--- src/rtl/plic_pkg.sv ---
/*
  Shared widths, types and the register map of the interrupt controller.
  Ids are 5 bits wide, so at most 31 sources fit in a single pending and
  enable word. Id 0 and priority 0 both mean "none".
*/
`default_nettype none

package plic_pkg;

    localparam int PRIO_W = 3;      // Priority and threshold width
    localparam int ID_W   = 5;      // Up to id 31

    typedef logic [PRIO_W-1:0] prio_t;
    typedef logic [ID_W-1:0]   id_t;

    // Byte offsets on the APB side
    localparam logic [31:0] ADDR_PRIO_BASE = 32'h0000_0000;    // Id n at base + 4*n
    localparam logic [31:0] ADDR_PENDING   = 32'h0000_1000;    // Read only
    localparam logic [31:0] ADDR_ENABLE    = 32'h0000_2000;
    localparam logic [31:0] ADDR_THRESHOLD = 32'h0020_0000;
    localparam logic [31:0] ADDR_CLAIM     = 32'h0020_0004;    // Read claims, write completes

endpackage

`default_nettype wire
--- src/rtl/plic_top.sv ---
/*
  Interrupt controller top for one hart, configured over APB.
  NUM_SRC may be 1 to 31; source 0 is reserved and has no input.
  PREADY is always high and PSTRB is not present.
*/
`timescale 1ns/1ps
`default_nettype none

module plic_top import plic_pkg::*; #(
    parameter int NUM_SRC = 31
) (
    input  wire             PCLK,
    input  wire             PRESETn,
    input  wire [NUM_SRC:1] irq_src,
    input  wire             trap_en,
    output logic            irq_out,
    output logic            irq_external_pending,
    input  wire             PSEL,
    input  wire             PENABLE,
    input  wire             PWRITE,
    input  wire [31:0]      PADDR,
    input  wire [31:0]      PWDATA,
    output logic [31:0]     PRDATA,
    output logic            PREADY,
    output logic            PSLVERR
);

    prio_t            prio_vec [1:NUM_SRC];
    logic [NUM_SRC:0] enable_vec;
    logic [NUM_SRC:0] pending_vec;
    prio_t            threshold;
    logic             claim_pulse;
    logic             complete_pulse;
    id_t              complete_id;
    id_t              best_id;
    prio_t            best_prio;

    plic_apb_regs #(.NUM_SRC(NUM_SRC)) u_regs (
        .PCLK           (PCLK),
        .PRESETn        (PRESETn),
        .PSEL           (PSEL),
        .PENABLE        (PENABLE),
        .PWRITE         (PWRITE),
        .PADDR          (PADDR),
        .PWDATA         (PWDATA),
        .PRDATA         (PRDATA),
        .PREADY         (PREADY),
        .PSLVERR        (PSLVERR),
        .pending_vec    (pending_vec),
        .best_id        (best_id),
        .prio_vec       (prio_vec),
        .enable_vec     (enable_vec),
        .threshold      (threshold),
        .claim_pulse    (claim_pulse),
        .complete_pulse (complete_pulse),
        .complete_id    (complete_id)
    );

    plic_gateway #(.NUM_SRC(NUM_SRC)) u_gateway (
        .PCLK        (PCLK),
        .PRESETn     (PRESETn),
        .irq_src     (irq_src),
        .claim_pulse (claim_pulse),
        .best_id     (best_id),
        .pending_vec (pending_vec)
    );

    plic_arbiter #(.NUM_SRC(NUM_SRC)) u_arbiter (
        .pending_vec          (pending_vec),
        .enable_vec           (enable_vec),
        .prio_vec             (prio_vec),
        .threshold            (threshold),
        .best_id              (best_id),
        .best_prio            (best_prio),
        .irq_external_pending (irq_external_pending)
    );

    plic_target #(.NUM_SRC(NUM_SRC)) u_target (
        .PCLK           (PCLK),
        .PRESETn        (PRESETn),
        .trap_en        (trap_en),
        .claim_pulse    (claim_pulse),
        .best_id        (best_id),
        .best_prio      (best_prio),
        .complete_pulse (complete_pulse),
        .complete_id    (complete_id),
        .irq_out        (irq_out)
    );

endmodule

`default_nettype wire

--- src/rtl/plic_target.sv ---
/*
  Single hart context. Tracks which ids are claimed and not yet completed,
  and registers the interrupt line. irq_out is held low while any id is
  active, so only one interrupt is in service at a time. A complete of an
  id that is not active has no effect.
*/
`timescale 1ns/1ps
`default_nettype none

module plic_target import plic_pkg::*; #(
    parameter int NUM_SRC = 31
) (
    input  wire        PCLK,
    input  wire        PRESETn,
    input  wire        trap_en,
    input  wire        claim_pulse,
    input  wire id_t   best_id,
    input  wire prio_t best_prio,
    input  wire        complete_pulse,
    input  wire id_t   complete_id,
    output logic       irq_out
);

    logic [NUM_SRC:1] active;

    // Id 0 matches no bit, so its claim leaves nothing active
    always_ff @(posedge PCLK) begin
        if (!PRESETn) begin
            active <= '0;
        end else begin
            for (int i = 1; i <= NUM_SRC; i++) begin
                if (claim_pulse && (best_id == id_t'(i)))
                    active[i] <= 1'b1;
                else if (complete_pulse && (complete_id == id_t'(i)))
                    active[i] <= 1'b0;
            end
        end
    end

    // Uses the active state before this edge, so a claim drops irq_out one edge later
    always_ff @(posedge PCLK) begin
        if (!PRESETn)
            irq_out <= 1'b0;
        else
            irq_out <= (best_prio != '0) && !(|active) && trap_en;
    end

    // Claim at one edge, irq_out low from the edge after it
    a_irq_low_after_claim: assert property (
        @(posedge PCLK) disable iff (!PRESETn)
        (claim_pulse && (best_id != '0)) |=> ##1 !irq_out
    );

endmodule

`default_nettype wire

--- src/rtl/plic_arbiter.sv ---
/*
  Purely combinational winner search over ids 1 to NUM_SRC.
  A candidate must be pending, enabled and strictly above the threshold.
  Ties go to the lower id. No candidate gives id 0 and priority 0.
*/
`timescale 1ns/1ps
`default_nettype none

module plic_arbiter import plic_pkg::*; #(
    parameter int NUM_SRC = 31
) (
    input  wire [NUM_SRC:0] pending_vec,
    input  wire [NUM_SRC:0] enable_vec,
    input  wire prio_t      prio_vec [1:NUM_SRC],
    input  wire prio_t      threshold,
    output id_t             best_id,
    output prio_t           best_prio,
    output logic            irq_external_pending
);

    logic [NUM_SRC:1] eligible;
    id_t              win_id;
    prio_t            win_prio;

    // Source 0 never competes
    always_comb begin
        eligible = '0;
        for (int i = 1; i <= NUM_SRC; i++) begin
            eligible[i] = pending_vec[i] && enable_vec[i] && (prio_vec[i] > threshold);
        end
    end

    always_comb begin
        win_id   = '0;
        win_prio = '0;
        // Ascending scan with strict compare keeps the lowest id on a tie
        for (int i = 1; i <= NUM_SRC; i++) begin
            if (eligible[i] && (prio_vec[i] > win_prio)) begin
                win_id   = id_t'(i);
                win_prio = prio_vec[i];
            end
        end
    end

    assign best_id   = win_id;
    assign best_prio = win_prio;

    // Feeds MEIP on the hart side
    assign irq_external_pending = (win_prio != '0);

endmodule

`default_nettype wire

--- src/rtl/plic_gateway.sv ---
/*
  Pending bits, one per source. A source that is high on an edge sets its
  bit; a claim of that id on the same edge wins and clears it. Strobes
  while a bit is already pending are absorbed.
*/
`timescale 1ns/1ps
`default_nettype none

module plic_gateway import plic_pkg::*; #(
    parameter int NUM_SRC = 31
) (
    input  wire              PCLK,
    input  wire              PRESETn,
    input  wire [NUM_SRC:1]  irq_src,
    input  wire              claim_pulse,
    input  wire id_t         best_id,
    output logic [NUM_SRC:0] pending_vec
);

    always_ff @(posedge PCLK) begin
        if (!PRESETn) begin
            pending_vec <= '0;
        end else begin
            pending_vec[0] <= 1'b0;   // Reserved id
            for (int i = 1; i <= NUM_SRC; i++) begin
                if (claim_pulse && (best_id == id_t'(i)))
                    pending_vec[i] <= 1'b0;
                else if (irq_src[i])
                    pending_vec[i] <= 1'b1;
            end
        end
    end

    // A nonzero claim always targets a pending source
    a_claim_hits_pending: assert property (
        @(posedge PCLK) disable iff (!PRESETn)
        (claim_pulse && (best_id != '0)) |-> pending_vec[best_id]
    );

endmodule

`default_nettype wire

--- src/rtl/plic_apb_regs.sv ---
/*
  APB slave with zero wait states; PREADY is tied high and PSTRB is not
  supported, so every write is a full word. PRDATA is combinational.
  Writes to the pending word or to a priority id above NUM_SRC raise
  PSLVERR and are dropped, as are accesses outside the map.
*/
`timescale 1ns/1ps
`default_nettype none

module plic_apb_regs import plic_pkg::*; #(
    parameter int NUM_SRC = 31
) (
    input  wire              PCLK,
    input  wire              PRESETn,
    input  wire              PSEL,
    input  wire              PENABLE,
    input  wire              PWRITE,
    input  wire [31:0]       PADDR,
    input  wire [31:0]       PWDATA,
    output logic [31:0]      PRDATA,
    output logic             PREADY,
    output logic             PSLVERR,
    input  wire [NUM_SRC:0]  pending_vec,
    input  wire id_t         best_id,
    output prio_t            prio_vec [1:NUM_SRC],
    output logic [NUM_SRC:0] enable_vec,
    output prio_t            threshold,
    output logic             claim_pulse,
    output logic             complete_pulse,
    output id_t              complete_id
);

    logic        access;
    logic        hit_prio, hit_pend, hit_en, hit_thr, hit_claim;
    logic        mapped;
    logic        wr_bad;
    logic        wr_ok;
    id_t         prio_idx;
    logic        prio_valid;
    logic [31:0] rdata;

    assign access = PSEL && PENABLE;   // Second APB phase

    // Priority window holds one word per possible id
    assign prio_idx   = PADDR[ID_W+1:2];
    assign hit_prio   = (PADDR[31:ID_W+2] == ADDR_PRIO_BASE[31:ID_W+2]) &&
                        (PADDR[1:0] == 2'b00);
    assign prio_valid = (prio_idx != '0) && (int'(prio_idx) <= NUM_SRC);

    assign hit_pend  = (PADDR == ADDR_PENDING);
    assign hit_en    = (PADDR == ADDR_ENABLE);
    assign hit_thr   = (PADDR == ADDR_THRESHOLD);
    assign hit_claim = (PADDR == ADDR_CLAIM);
    assign mapped    = hit_prio || hit_pend || hit_en || hit_thr || hit_claim;

    // Id 0 priority is silently ignored, ids past NUM_SRC are an error
    assign wr_bad = PWRITE && (hit_pend || (hit_prio && (prio_idx != '0) && !prio_valid));

    assign PREADY  = 1'b1;
    assign PSLVERR = access && (!mapped || wr_bad);
    assign wr_ok   = access && PWRITE && !PSLVERR;

    assign claim_pulse    = access && !PWRITE && hit_claim;
    assign complete_pulse = access && PWRITE && hit_claim;
    assign complete_id    = PWDATA[ID_W-1:0];

    always_ff @(posedge PCLK) begin
        if (!PRESETn) begin
            for (int i = 1; i <= NUM_SRC; i++) begin
                prio_vec[i] <= '0;
            end
            enable_vec <= '0;
            threshold  <= '0;
        end else if (wr_ok) begin
            if (hit_prio) begin
                for (int i = 1; i <= NUM_SRC; i++) begin
                    if (prio_idx == id_t'(i))
                        prio_vec[i] <= PWDATA[PRIO_W-1:0];
                end
            end
            if (hit_en)
                enable_vec <= {PWDATA[NUM_SRC:1], 1'b0};   // Source 0 never enabled
            if (hit_thr)
                threshold <= PWDATA[PRIO_W-1:0];
        end
    end

    // Read mux, unused bits stay zero
    always_comb begin
        rdata = '0;
        if (hit_prio) begin
            for (int i = 1; i <= NUM_SRC; i++) begin
                if (prio_idx == id_t'(i))
                    rdata[PRIO_W-1:0] = prio_vec[i];
            end
        end else if (hit_pend) begin
            rdata[NUM_SRC:0] = pending_vec;
        end else if (hit_en) begin
            rdata[NUM_SRC:0] = enable_vec;
        end else if (hit_thr) begin
            rdata[PRIO_W-1:0] = threshold;
        end else if (hit_claim) begin
            rdata[ID_W-1:0] = best_id;   // Winner at the time of the read
        end
    end

    assign PRDATA = rdata;

    // Bus master must hold PSEL through the access phase
    a_penable_with_psel: assert property (
        @(posedge PCLK) disable iff (!PRESETn) $rose(PENABLE) |-> PSEL
    );

    // Claim and complete events last exactly one access cycle
    a_claim_complete_single: assert property (
        @(posedge PCLK) disable iff (!PRESETn)
        (claim_pulse || complete_pulse) |=> !(claim_pulse || complete_pulse)
    );

endmodule

`default_nettype wire

--- config.mk ---
export PLATFORM = sky130hd
export DESIGN_NAME = plic_top
export DESIGN_NICKNAME = d
export VERILOG_FILES = /design/src/rtl/plic_pkg.sv /design/src/rtl/plic_top.sv /design/src/rtl/plic_target.sv /design/src/rtl/plic_arbiter.sv /design/src/rtl/plic_gateway.sv /design/src/rtl/plic_apb_regs.sv
export SDC_FILE = /design/constraint.sdc
export NUM_CORES = 1
export LEC_CHECK = 0
export BUFFER_PORTS_ARGS = -buffer_cell sky130_fd_sc_hd__buf_4
export CAP_MARGIN = 20
export CELL_PAD_IN_SITES_DETAIL_PLACEMENT = 1
export CELL_PAD_IN_SITES_GLOBAL_PLACEMENT = 1
export CORE_ASPECT_RATIO = 1.75
export CORE_MARGIN = 3
export CORE_UTILIZATION = 40
export CTS_CLUSTER_SIZE = 28
export DETAILED_ROUTE_END_ITERATION = 8
export PLACE_DENSITY_LB_ADDON = 0.1
export SYNTH_ARGS = -nofsm -noshare
export SYNTH_HDL_FRONTEND = slang
export SYNTH_SLANG_ARGS = --single-unit
export TNS_END_PERCENT = 50
--- constraint.sdc ---
create_clock -name PCLK -period 72.9 [get_ports PCLK]
set_input_delay 21.87 -clock PCLK [delete_from_list [all_inputs] [get_ports PCLK]]
set_output_delay 21.87 -clock PCLK [all_outputs]
set_load 0.01 [all_outputs]
Word level (Yosys, flattened, before mapping)
Index checks and enable logic that the tools add are counted.
{ "totals": {"reg_bits": 191, "in_bits": 101, "out_inout_bits": 36, "wordCells": 699} }
{ "classes": {"order_cmp": 62, "eq_ne": 97, "n_mux": 163, "bitwise_logic": 1, "reduce_logical": 279} }
{ "op_table": {"columns": ["cell", "n"], "rows": [
  ["5-bit == test, second input constant", 48],
  ["3-bit two-way mux", 68],
  ["3-bit > comparator", 61],
  ["1-bit logical AND", 168],
  ["5-bit by 4-bit == test with 1-bit output, second input constant", 24],
  ["3-bit AND reduction", 31],
  ["5-bit two-way mux", 18],
  ["32-bit by 22-bit == test with 1-bit output, second input constant", 2],
  ["1-bit two-way mux", 63],
  ["2-bit nonzero test", 31],
  ["2-bit OR reduction", 31],
  ["5-bit by 3-bit == test with 1-bit output, second input constant", 12],
  ["32-bit by 13-bit == test with 1-bit output, second input constant", 1],
  ["32-bit by 14-bit == test with 1-bit output, second input constant", 1],
  ["32-bit two-way mux", 1],
  ["4-bit two-way mux", 8],
  ["31-bit OR reduction", 1],
  ["5-bit by 2-bit == test with 1-bit output, second input constant", 6],
  ["29-bit two-way mux", 1],
  ["27-bit two-way mux", 1],
  ["25-bit zero test", 1],
  ["5-bit by 1-bit == test with 1-bit output, second input constant", 3],
  ["1-bit logical OR", 6],
  ["2-bit two-way mux", 3],
  ["other kinds (7)", 12]
]} }

Longest topological paths before layout
Gate-level depths: netlist of the first run.
{ "depth": {"depth_word": 99, "mapped_depth": 216, "ltp_nobuf": 213} }

By module
From an unflattened synthesis of the first run, not the netlist that was laid out.
{ "hier_totals": {"cells_unflattened": 2156, "area_unflattened_um2": 16529.6} }
{ "by_module_without_submodules": {"columns": ["module", "instances", "cells_each", "area_per_inst_um2", "seq_area_each_um2"], "rows": [
  ["plic_apb_regs", 1, 905, 7071.8, 2542.4],
  ["plic_arbiter", 1, 962, 6820.3, 0.0],
  ["plic_target", 1, 173, 1495.2, 640.6],
  ["plic_gateway", 1, 116, 1142.3, 620.6]
]} }

Worst setup path after synthesis of the first run
Ideal clock, no wire load.
{ "synth_path": {"path_type": "flip-flop to output port", "startpoint": "reg u_regs.threshold[0]", "endpoint": "out PRDATA[4]", "arrival_ps": 38040, "required_ps": 51030, "path_slack_ps": 12990, "path_stages_with_launch": 206, "path_buffers": 3, "cell_sequence": "dfxtp_1 > ha_1 > and3_4 > a2111o_1 > ha_1 > a21oi_1 > a22oi_2 > nand3_1 > and2_1 > ha_1 > nand3b_1 > a22o_2 > or2_1 > buf_6 > a31oi_2 > inv_1 > ha_1 > nand3_1 > (+170 left out) > a21oi_1 > ha_1 > inv_1 > a21oi_1 > a21oi_1 > maj3_1 > nand2_1 > mux2i_1 > ha_1 > nor2b_1 > o21ai_0 > a21oi_1 > o21ai_0 > nand2_1 > or4_1 > buf_6 > nor2_2 > o21ai_0"} }
{ "synth_between": {"elab_chain_len": 99, "word_cells_on_any_way": 174, "cone_classes": "61 x order compare; 51 x mux; 62 x reduce/logical"} }
{ "synth_lines": {"columns": ["item", "line", "source"], "rows": [
  ["start: declaration", "plic_apb_regs.sv:27", "output prio_t threshold,"],
  ["start signal: assignment", "plic_apb_regs.sv:84", "threshold <= PWDATA[PRIO_W-1:0];"],
  ["3-bit > comparator", "plic_arbiter.sv:29", "eligible[i] = pending_vec[i] && enable_vec[i] && (prio_vec[i] > threshold);"],
  ["1-bit logical AND", "plic_arbiter.sv:29", null],
  ["1-bit logical AND", "plic_arbiter.sv:38", "if (eligible[i] && (prio_vec[i] > win_prio)) begin"],
  ["3-bit two-way mux", "plic_arbiter.sv:38", null],
  ["3-bit > comparator", "plic_arbiter.sv:38", null],
  ["1-bit logical AND", "plic_arbiter.sv:38", null],
  ["3-bit two-way mux", "plic_arbiter.sv:38", null],
  ["3-bit > comparator", "plic_arbiter.sv:38", null],
  ["(+83 left out)", null, null],
  ["3-bit > comparator", "plic_arbiter.sv:38", null],
  ["1-bit logical AND", "plic_arbiter.sv:38", null],
  ["5-bit two-way mux (*)", "plic_arbiter.sv:38", null],
  ["5-bit two-way mux (*)", "plic_apb_regs.sv:102", "end else if (hit_claim) begin"],
  ["2-bit two-way mux (*)", "plic_apb_regs.sv:100", "end else if (hit_thr) begin"],
  ["5-bit two-way mux (*)", "plic_apb_regs.sv:98", "end else if (hit_en) begin"],
  ["32-bit two-way mux (*)", "plic_apb_regs.sv:96", "end else if (hit_pend) begin"],
  ["29-bit two-way mux (*)", "plic_apb_regs.sv:91", "if (hit_prio) begin"],
  ["end: declaration", "plic_top.sv:23", "output logic [31:0] PRDATA,"]
]} }
Mark *: on every way between the ends. The rest lies on a longest branch, timed or not.

Worst setup path after layout of the first run
{ "layout_path": {"startpoint": "reg u_regs.prio_vec[92] (netlist name)", "endpoint": "out PRDATA[4]"} }
{ "layout_between": {"elab_chain_len": 99, "word_cells_on_any_way": 115, "cone_classes": "32 x order compare; 51 x mux; 32 x reduce/logical"} }
{ "layout_lines": {"columns": ["item", "line", "source"], "rows": [
  ["start: declaration", "plic_apb_regs.sv:25", "output prio_t prio_vec [1:NUM_SRC],"],
  ["start signal: indexed assignment", "plic_apb_regs.sv:78", "prio_vec[i] <= PWDATA[PRIO_W-1:0];"],
  ["3-bit > comparator", "plic_arbiter.sv:29", null],
  ["1-bit logical AND", "plic_arbiter.sv:29", null],
  ["1-bit logical AND", "plic_arbiter.sv:38", null],
  ["3-bit two-way mux (*)", "plic_arbiter.sv:38", null],
  ["3-bit > comparator", "plic_arbiter.sv:38", null],
  ["1-bit logical AND", "plic_arbiter.sv:38", null],
  ["3-bit two-way mux (*)", "plic_arbiter.sv:38", null],
  ["3-bit > comparator", "plic_arbiter.sv:38", null],
  ["(+83 left out)", null, null],
  ["3-bit > comparator", "plic_arbiter.sv:38", null],
  ["1-bit logical AND", "plic_arbiter.sv:38", null],
  ["5-bit two-way mux (*)", "plic_arbiter.sv:38", null],
  ["5-bit two-way mux (*)", "plic_apb_regs.sv:102", null],
  ["2-bit two-way mux (*)", "plic_apb_regs.sv:100", null],
  ["5-bit two-way mux (*)", "plic_apb_regs.sv:98", null],
  ["32-bit two-way mux (*)", "plic_apb_regs.sv:96", null],
  ["29-bit two-way mux (*)", "plic_apb_regs.sv:91", null]
]} }
Marks and branches as above.

==> impl_metrics.py, run 1 <==
metrics = {
    "outcome": {
        "status": "complete, no violations",
    },
    "clock_tree": {
        "worst_setup_hold_path_clk_slew_ns": 0.08,
        "max-clock-path-buffers": 2,
        "cts_max_level": 4,
        "cts-resized-gates": 0,
        "ctsRootBufferMaster": "clkbuf_16",
        "cts_setup_buffers": 0,
        "cts_tree": "yes",
        "clkSinkCount": 190,
        "holdBufCountCts": 0,
        "clkLatencyLatePin_ns": 0.48,
        "cts_buffers": 17,
    },
    "logic_synthesis": {
        "postSynthAreaPerCell_um2": 7.44,
        "synth_top_area_share_pct": 25.6,
        "synth-simple-area-share_pct": 25.2,
        "yosys-mux-area-fraction_pct": 1.90,
        "synth_fp_nets": 2231,
        "netlist-cell-type-count": 115,
        "synth_compound_area_share_pct": 30.4,
        "main_combinational_cell_family_by_area_after_synthesis": "compound AO/OA/AOI/OAI gates",
        "synthArstFlopShare_pct": 0,
        "area_share_of_xor_xnor_cells_in_the_synthesized_design_pct": 0.0590,
        "synth_edf_count": 0,
        "seq_area_frac_synth_pct": 25.6,
        "netlist_area_um2": 14900,
        "synthAdderAreaFrac_pct": 11.9,
        "yosysTopAreaCell": "dfxtp_1",
        "ys_warn_count": 0,
        "synth-seq-cells": 190,
        "synthTopCellsByArea": "dfxtp_1 (26%), ha_1 (11%), a21oi_1 (8.2%)",
        "postSynthCellCount": 1997,
        "postSynth.topFlopCell": "dfxtp_1",
    },
    "routing": {
        "detail_route.wirelength.met1_um": 23800,
        "detail_route.vias_per_cell": 6.31,
        "drt-initial-drc-count": 873,
        "drtAntennaViolNets": 0,
        "route.met3.wl_um": 2210,
        "drt-pass1-iter-count": 8,
        "route.vias.total": 16200,
        "number_of_design_rule_violations_left_after_detail_routing": 0,
        "route.final.wire_length_um": 63800,
        "wire_per_inst_um": 24.8,
        "route.met2.wl_um": 34200,
        "top_metal_layer_carrying_routed_signals": "met5",
    },
    "power": {
        "swShare_pct": 28.7,
        "power.switching_uw": 64.7,
        "sequential_share_of_power_pct": 47.1,
        "power_frac_comb_pct": 5.9,
        "p_int_uw": 161,
        "power.static_leakage_uw": 0.00627,
        "design_power_total_uw": 226,
        "power.clock.fraction_pct": 47.0,
        "highest_ir_drop_seen_on_vdd_uv": 14.8,
        "powerDensity_nw_per_um2": 13.4,
    },
    "global_routing": {
        "grt_max_degree": 81,
        "grt_antenna_before_repair": 2,
        "first_global_vias": 17100,
        "gr-usage-all-layers_pct": 32.1,
        "grt_pass1_wl_um": 97300,
        "grt.overflow.total": 0,
    },
    "layout": {
        "post_route_cells_drive_above_1_share_pct": 12.7,
        "syn2layout_area_growth_pct": 13.7,
        "fin_nets": 2317,
        "layout.cells.non_filler": 2567,
        "final_core_utilization_pct": 46.5,
    },
    "job": {
        "drv.max_cap_violation_count": 0,
    },
    "critical_path": {
        "crit_required_ns": 51.03,
        "maximum_cell_stage_delay_along_the_critical_path_ns": 0.72,
        "path_max_fanout": 9,
        "timing.critical_path.slowest_stage_cell": "a211oi_1",
        "worst_setup_path_start_kind": "flip-flop",
        "cp-end-kind": "output port",
        "path_common_cell": "nor2_1",
        "arrival_ns": 44.16,
        "worst-setup-path-type": "reg2out",
    },
    "sta": {
        "drv_slew": 0,
        "fin_hold_ws_ns": 0.478,
        "setup_viol": 0,
        "tightestPinTransition_ns": 1.07,
        "worst_clock_skew_ns": 0.0159,
        "final_critical_path_share_of_the_clock_period_pct": 90.6,
        "max_freq_mhz": 15.1,
        "finalHoldViolations": 0,
        "min_period_ns": 66.03,
        "setup_total_negative_slack_ns": 0,
        "worst_slew_margin_rel_pct": 28.2,
        "unrepaired_setup_endpoints_after_global_routing": "no",
    },
    "placement": {
        "dp_cells": 2534,
        "detailedPlacementHpwl_um": 49000,
        "port-buffer-count": 135,
        "finalWeightedCongestion": 0.942,
    },
    "die": {
        "floorplan.die.height_um": 261,
        "ios": 137,
        "placeableCoreArea_um2": 36400,
        "placementRows": 92,
        "die_area_um2": 39600,
        "die_width_um": 152,
        "initial_core_util_pct": 40.8,
    },
    "hold_path": {
        "hold_path_class": "reg2reg",
    },
}
power groups by stage:
stage | clock (uW) | sequential, uW | combinational (uW)
floorplan | 0 | 108 | 5.62
global placement | 0 | 109 | 13.0
detailed placement | 0 | 109 | 13.2
CTS | 107 | 106 | 13.3
global route | 111 | 106 | 14.3
finish | 106 | 106 | 13.4
critical path, delay by kind of cell (launching register included):
kind	cells	cell delay (ns)
compound gates	67	15.54
mux	13	4.56
flops	1	0.45
buf+inv	9	0.79
simple gates	75	10.97
fa+ha+maj	39	11.33
cell usage in the layout (no fill, tap or decap), types with 26 or more instances in the layout:
cell	Yosys	final
inv_1	94	94
a22o_1	32	32
dfxtp_1	190	190
a311oi_1	26	26
o21ai_0	92	92
nor2_1	122	121
a22oi_1	28	28
nand2_1	318	318
nor3_1	40	40
a21o_1	32	32
nand3_1	140	140
ha_1	133	133
buf_4	3	152
o21a_1	28	28
a21oi_1	242	242
through the flow:
stage	area [um2]	setup slack (ns)
final	16900	6.87
after global routing	16900	3.68
after CTS	16900	7.31
after detailed placement	16200	8.01
after global placement	16200	10.18
after floorplan	14900	12.99
path summary, 6_finish.rpt:
path	startpoint	to	slack, ns	cells past startpoint
worst max register to register	u_regs.prio_vec[92]$_SDFFE_PN0P_	u_target.active[24]$_SDFFE_PN0P_	28.52	203
worst min-delay path	u_regs.enable_vec[6]$_SDFFE_PN0P_	u_regs.enable_vec[6]$_SDFFE_PN0P_	0.48	2
worst max-delay path	u_regs.prio_vec[92]$_SDFFE_PN0P_	PRDATA[4]	6.87	203
worst min register to register	u_regs.enable_vec[6]$_SDFFE_PN0P_	u_regs.enable_vec[6]$_SDFFE_PN0P_	0.48	2
flip-flops by register name (all words and copies together) (netlist names):
name,flops
u_gateway.pending_vec,31
u_regs.threshold,3
u_regs.prio_vec,93
u_target.active,31
u_target.irq_out,1
u_regs.enable_vec,31
synthesized netlist by cell type, types with 10 or more instances:
cell type    n
nor3_1      40
o22ai_1     11
and2_1      23
nand3_1    140
nor2_1     122
nand2_1    318
nor4_1      21
mux2i_1     14
dfxtp_1    190
o21ai_0     92
o31ai_1     13
nand4_1     14
nand2b_1    16
a31oi_1     17
a21o_1      32
nor2b_1     18
and3_1      16
a211oi_1    12
o211ai_1    13
inv_1       94
o21a_1      28
clkbuf_1    72
a21boi_0    11
a21oi_1    242
a22o_1      32
o211a_1     10
a22oi_1     28
ha_1       133
a311oi_1    26
final cells by class:
type	count	area, um2
Multi-Input combinational cell	1623	10300
Sequential cell	190	3800
Antenna cell	1	2.50
Fill cell	4627	19500
Tap cell	470	588
Clock buffer	17	425
Inverter	99	374
Timing Repair Buffer	152	1140
Clock inverter	15	233
per-layer routing:
layer / global-route usage (%) / up-vias
met4: 16.4 / 2
met5: 0 / -
met2: 60.8 / 434
li1: - / 7549
met1: 33.7 / 8029
met3: 4.33 / 173
cell families after synthesis:
family	count (synthesis)
fa+ha+maj	143
mux	26
buf+inv	184
compound gates	665
xor+xnor	1
simple gates	787
flops	190
other cells	1
(Power assumes the default switching activity.)
==> run 2, diff against run 1 <==
--- a/config.mk
+++ b/config.mk
@@ -17,5 +17,6 @@
 export PLACE_DENSITY_LB_ADDON = 0.1
 export SYNTH_ARGS = -nofsm -noshare
 export SYNTH_HDL_FRONTEND = slang
+export SYNTH_HIERARCHICAL = 1
 export SYNTH_SLANG_ARGS = --single-unit
 export TNS_END_PERCENT = 50
==> constraint.sdc (replaced) <==
create_clock -name PCLK -period 83.6 [get_ports PCLK]
set_input_delay 25.08 -clock PCLK [delete_from_list [all_inputs] [get_ports PCLK]]
set_output_delay 25.08 -clock PCLK [all_outputs]
set_load 0.01 [all_outputs]
==> impl_metrics.py, run 2 <==
metrics = {
    "routing": {
        "route.met2.wl_um": 37500,
        "top_metal_layer_carrying_routed_signals": "met4",
        "detail_route.wirelength.met1_um": 26300,
        "drtAntennaViolNets": 0,
        "wire_per_inst_um": 25.6,
        "number_of_design_rule_violations_left_after_detail_routing": 0,
        "route.vias.total": 17600,
        "drt-initial-drc-count": 1060,
        "detail_route.vias_per_cell": 6.31,
        "drt-pass1-iter-count": 6,
        "route.final.wire_length_um": 71200,
        "route.met3.wl_um": 2950,
    },
    "critical_path": {
        "arrival_ns": 47.65,
        "crit_family": "compound AO/OA/AOI/OAI gates",
        "path_max_fanout": 33,
        "timing.critical_path.slowest_stage_cell": "o311ai_1",
        "critPathBufInv": 8,
        "cp-end-kind": "output port",
        "crit_path_start": "u_regs/threshold[0]$_SDFFE_PN0P_",
        "maximum_cell_stage_delay_along_the_critical_path_ns": 0.66,
        "worst_r2r_startpoint": "u_regs/threshold[0]$_SDFFE_PN0P_",
        "worst_setup_path_start_kind": "flip-flop",
        "worst-setup-path-type": "reg2out",
        "path_common_cell": "ha_1",
        "crit_required_ns": 58.52,
    },
    "power": {
        "power_frac_comb_pct": 8.0,
        "sequential_share_of_power_pct": 46.2,
        "powerDensity_nw_per_um2": 10.9,
        "p_int_uw": 141,
        "power.static_leakage_uw": 0.00688,
        "power.clock.fraction_pct": 45.8,
        "highest_ir_drop_seen_on_vdd_uv": 14.6,
        "swShare_pct": 29.9,
        "power.switching_uw": 59.8,
    },
    "outcome": {
        "status": "complete, no violations",
    },
    "sta": {
        "finalHoldViolations": 0,
        "unrepaired_setup_endpoints_after_global_routing": "no",
        "final_critical_path_share_of_the_clock_period_pct": 87.0,
        "drv_slew": 0,
        "setup_total_negative_slack_ns": 0,
        "fin_hold_ws_ns": 0.480,
        "worst_slew_margin_rel_pct": 36.2,
        "worst_clock_skew_ns": 0.0211,
        "max_freq_mhz": 13.8,
        "tightestPinTransition_ns": 0.957,
        "min_period_ns": 72.73,
        "timing.final.ws_setup_ns": 10.87,
        "setup_viol": 0,
    },
    "clock_tree": {
        "cts_tree": "yes",
        "clkLatencyLatePin_ns": 0.47,
        "cts-resized-gates": 0,
        "worst_setup_hold_path_clk_slew_ns": 0.09,
        "cts_buffers": 17,
        "cts_setup_buffers": 0,
        "cts_max_level": 4,
        "ctsRootBufferMaster": "clkbuf_16",
        "max-clock-path-buffers": 2,
        "clkSinkCount": 190,
        "holdBufCountCts": 0,
    },
    "global_routing": {
        "grt.overflow.total": 0,
        "gr-usage-all-layers_pct": 31.4,
        "grt_antenna_before_repair": 8,
        "grt_pass1_wl_um": 108000,
        "grt_max_degree": 100,
        "first_global_vias": 18300,
    },
    "layout": {
        "final_core_utilization_pct": 45.5,
        "largest_reg_flops": 93,
        "syn2layout_area_growth_pct": 11.3,
        "n_fill_cell": 5087,
        "fin_nets": 2452,
        "top_register": "u_regs/prio_vec",
        "layout.cells.most_common_list": "nand2_1 (334), dfxtp_1 (190), nand3_1 (163), buf_4 (160), ha_1 (133)",
        "post_route_cells_drive_above_1_share_pct": 12.9,
        "mostFrequentLayoutCell": "nand2_1",
    },
    "die": {
        "initial_core_util_pct": 40.9,
        "floorplan.die.height_um": 275,
        "die_width_um": 160,
        "ios": 137,
        "placeableCoreArea_um2": 40400,
        "die_area_um2": 43900,
        "placementRows": 97,
    },
    "job": {
        "drv.max_cap_violation_count": 0,
    },
    "logic_synthesis": {
        "ys_warn_count": 6,
        "synth_fp_nets": 2388,
        "postSynthCellCount": 2154,
        "netlist_area_um2": 16500,
        "postSynthAreaPerCell_um2": 7.67,
    },
    "hold_path": {
        "hold_path_class": "reg2reg",
        "min_from": "u_target/active[10]$_SDFFE_PN0P_",
    },
    "placement": {
        "detailedPlacementHpwl_um": 53800,
        "place_worst_setup_slack_ns": 12.36,
        "finalWeightedCongestion": 0.920,
        "port-buffer-count": 135,
    },
}
[run 2: power groups by stage]
stage	Clock, uW	Sequential, uW	Combinational, uW
4_1_cts	94.0	92.7	15.8
3_3_place_gp	0	94.8	15.5
6_report	91.8	92.7	15.9
2_1_floorplan	0	94.2	9.01
3_5_place_dp	0	94.8	15.7
5_1_grt	97.5	92.8	17.0
[run 2: path summary, 6_finish.rpt]
kind | to | slack [ns] | cells past startpoint
worst max-delay path | PRDATA[1] | 10.87 | 217
worst min-delay path | u_target/active[10]$_SDFFE_PN0P_ | 0.48 | 2
worst max register to register | u_gateway/pending_vec[27]$_SDFFE_PP0P_ | 36.22 | 216
worst min register to register | u_target/active[10]$_SDFFE_PN0P_ | 0.48 | 2
[run 2: worst register-to-register path, delay by kind of cell (launching register included)]
| family | cells | cell delay [ns] |
|---|---|---|
| AOI/OAI and AO/OA | 76 | 16.24 |
| adders and majority gates | 36 | 10.80 |
| buffers and inverters | 7 | 1.02 |
| DFF | 1 | 0.33 |
| muxes | 8 | 2.96 |
| and+or+nand+nor | 89 | 15.83 |
[run 2: through the flow]
step / power (uW) / instances / instance area, um2
after floorplan: 103 / 2154 / 16500
after global placement: 110 / 2743 / 17700
after detailed placement: 110 / 2743 / 17700
after CTS: 202 / 2775 / 18400
after global routing: 207 / 2783 / 18400
final: 200 / 2783 / 18400
[run 2: per-layer routing]
metal	GRT usage, %	vias up
met5	0	-
met4	18.5	0
met3	4.56	195
met2	59.4	475
met1	32.6	8761
li1	-	8132
[run 2: final cells by class]
type                            instances  area [um2]  area share (%)
Antenna cell                            8        20.0           0.109
Clock buffer                           17         425            2.31
Clock inverter                         15         228            1.24
Inverter                               99         372            2.02
Multi-Input combinational cell       1750       11600            63.4
Sequential cell                       190        3800            20.7
Tap cell                              544         681            3.70
Timing Repair Buffer                  160        1200            6.54
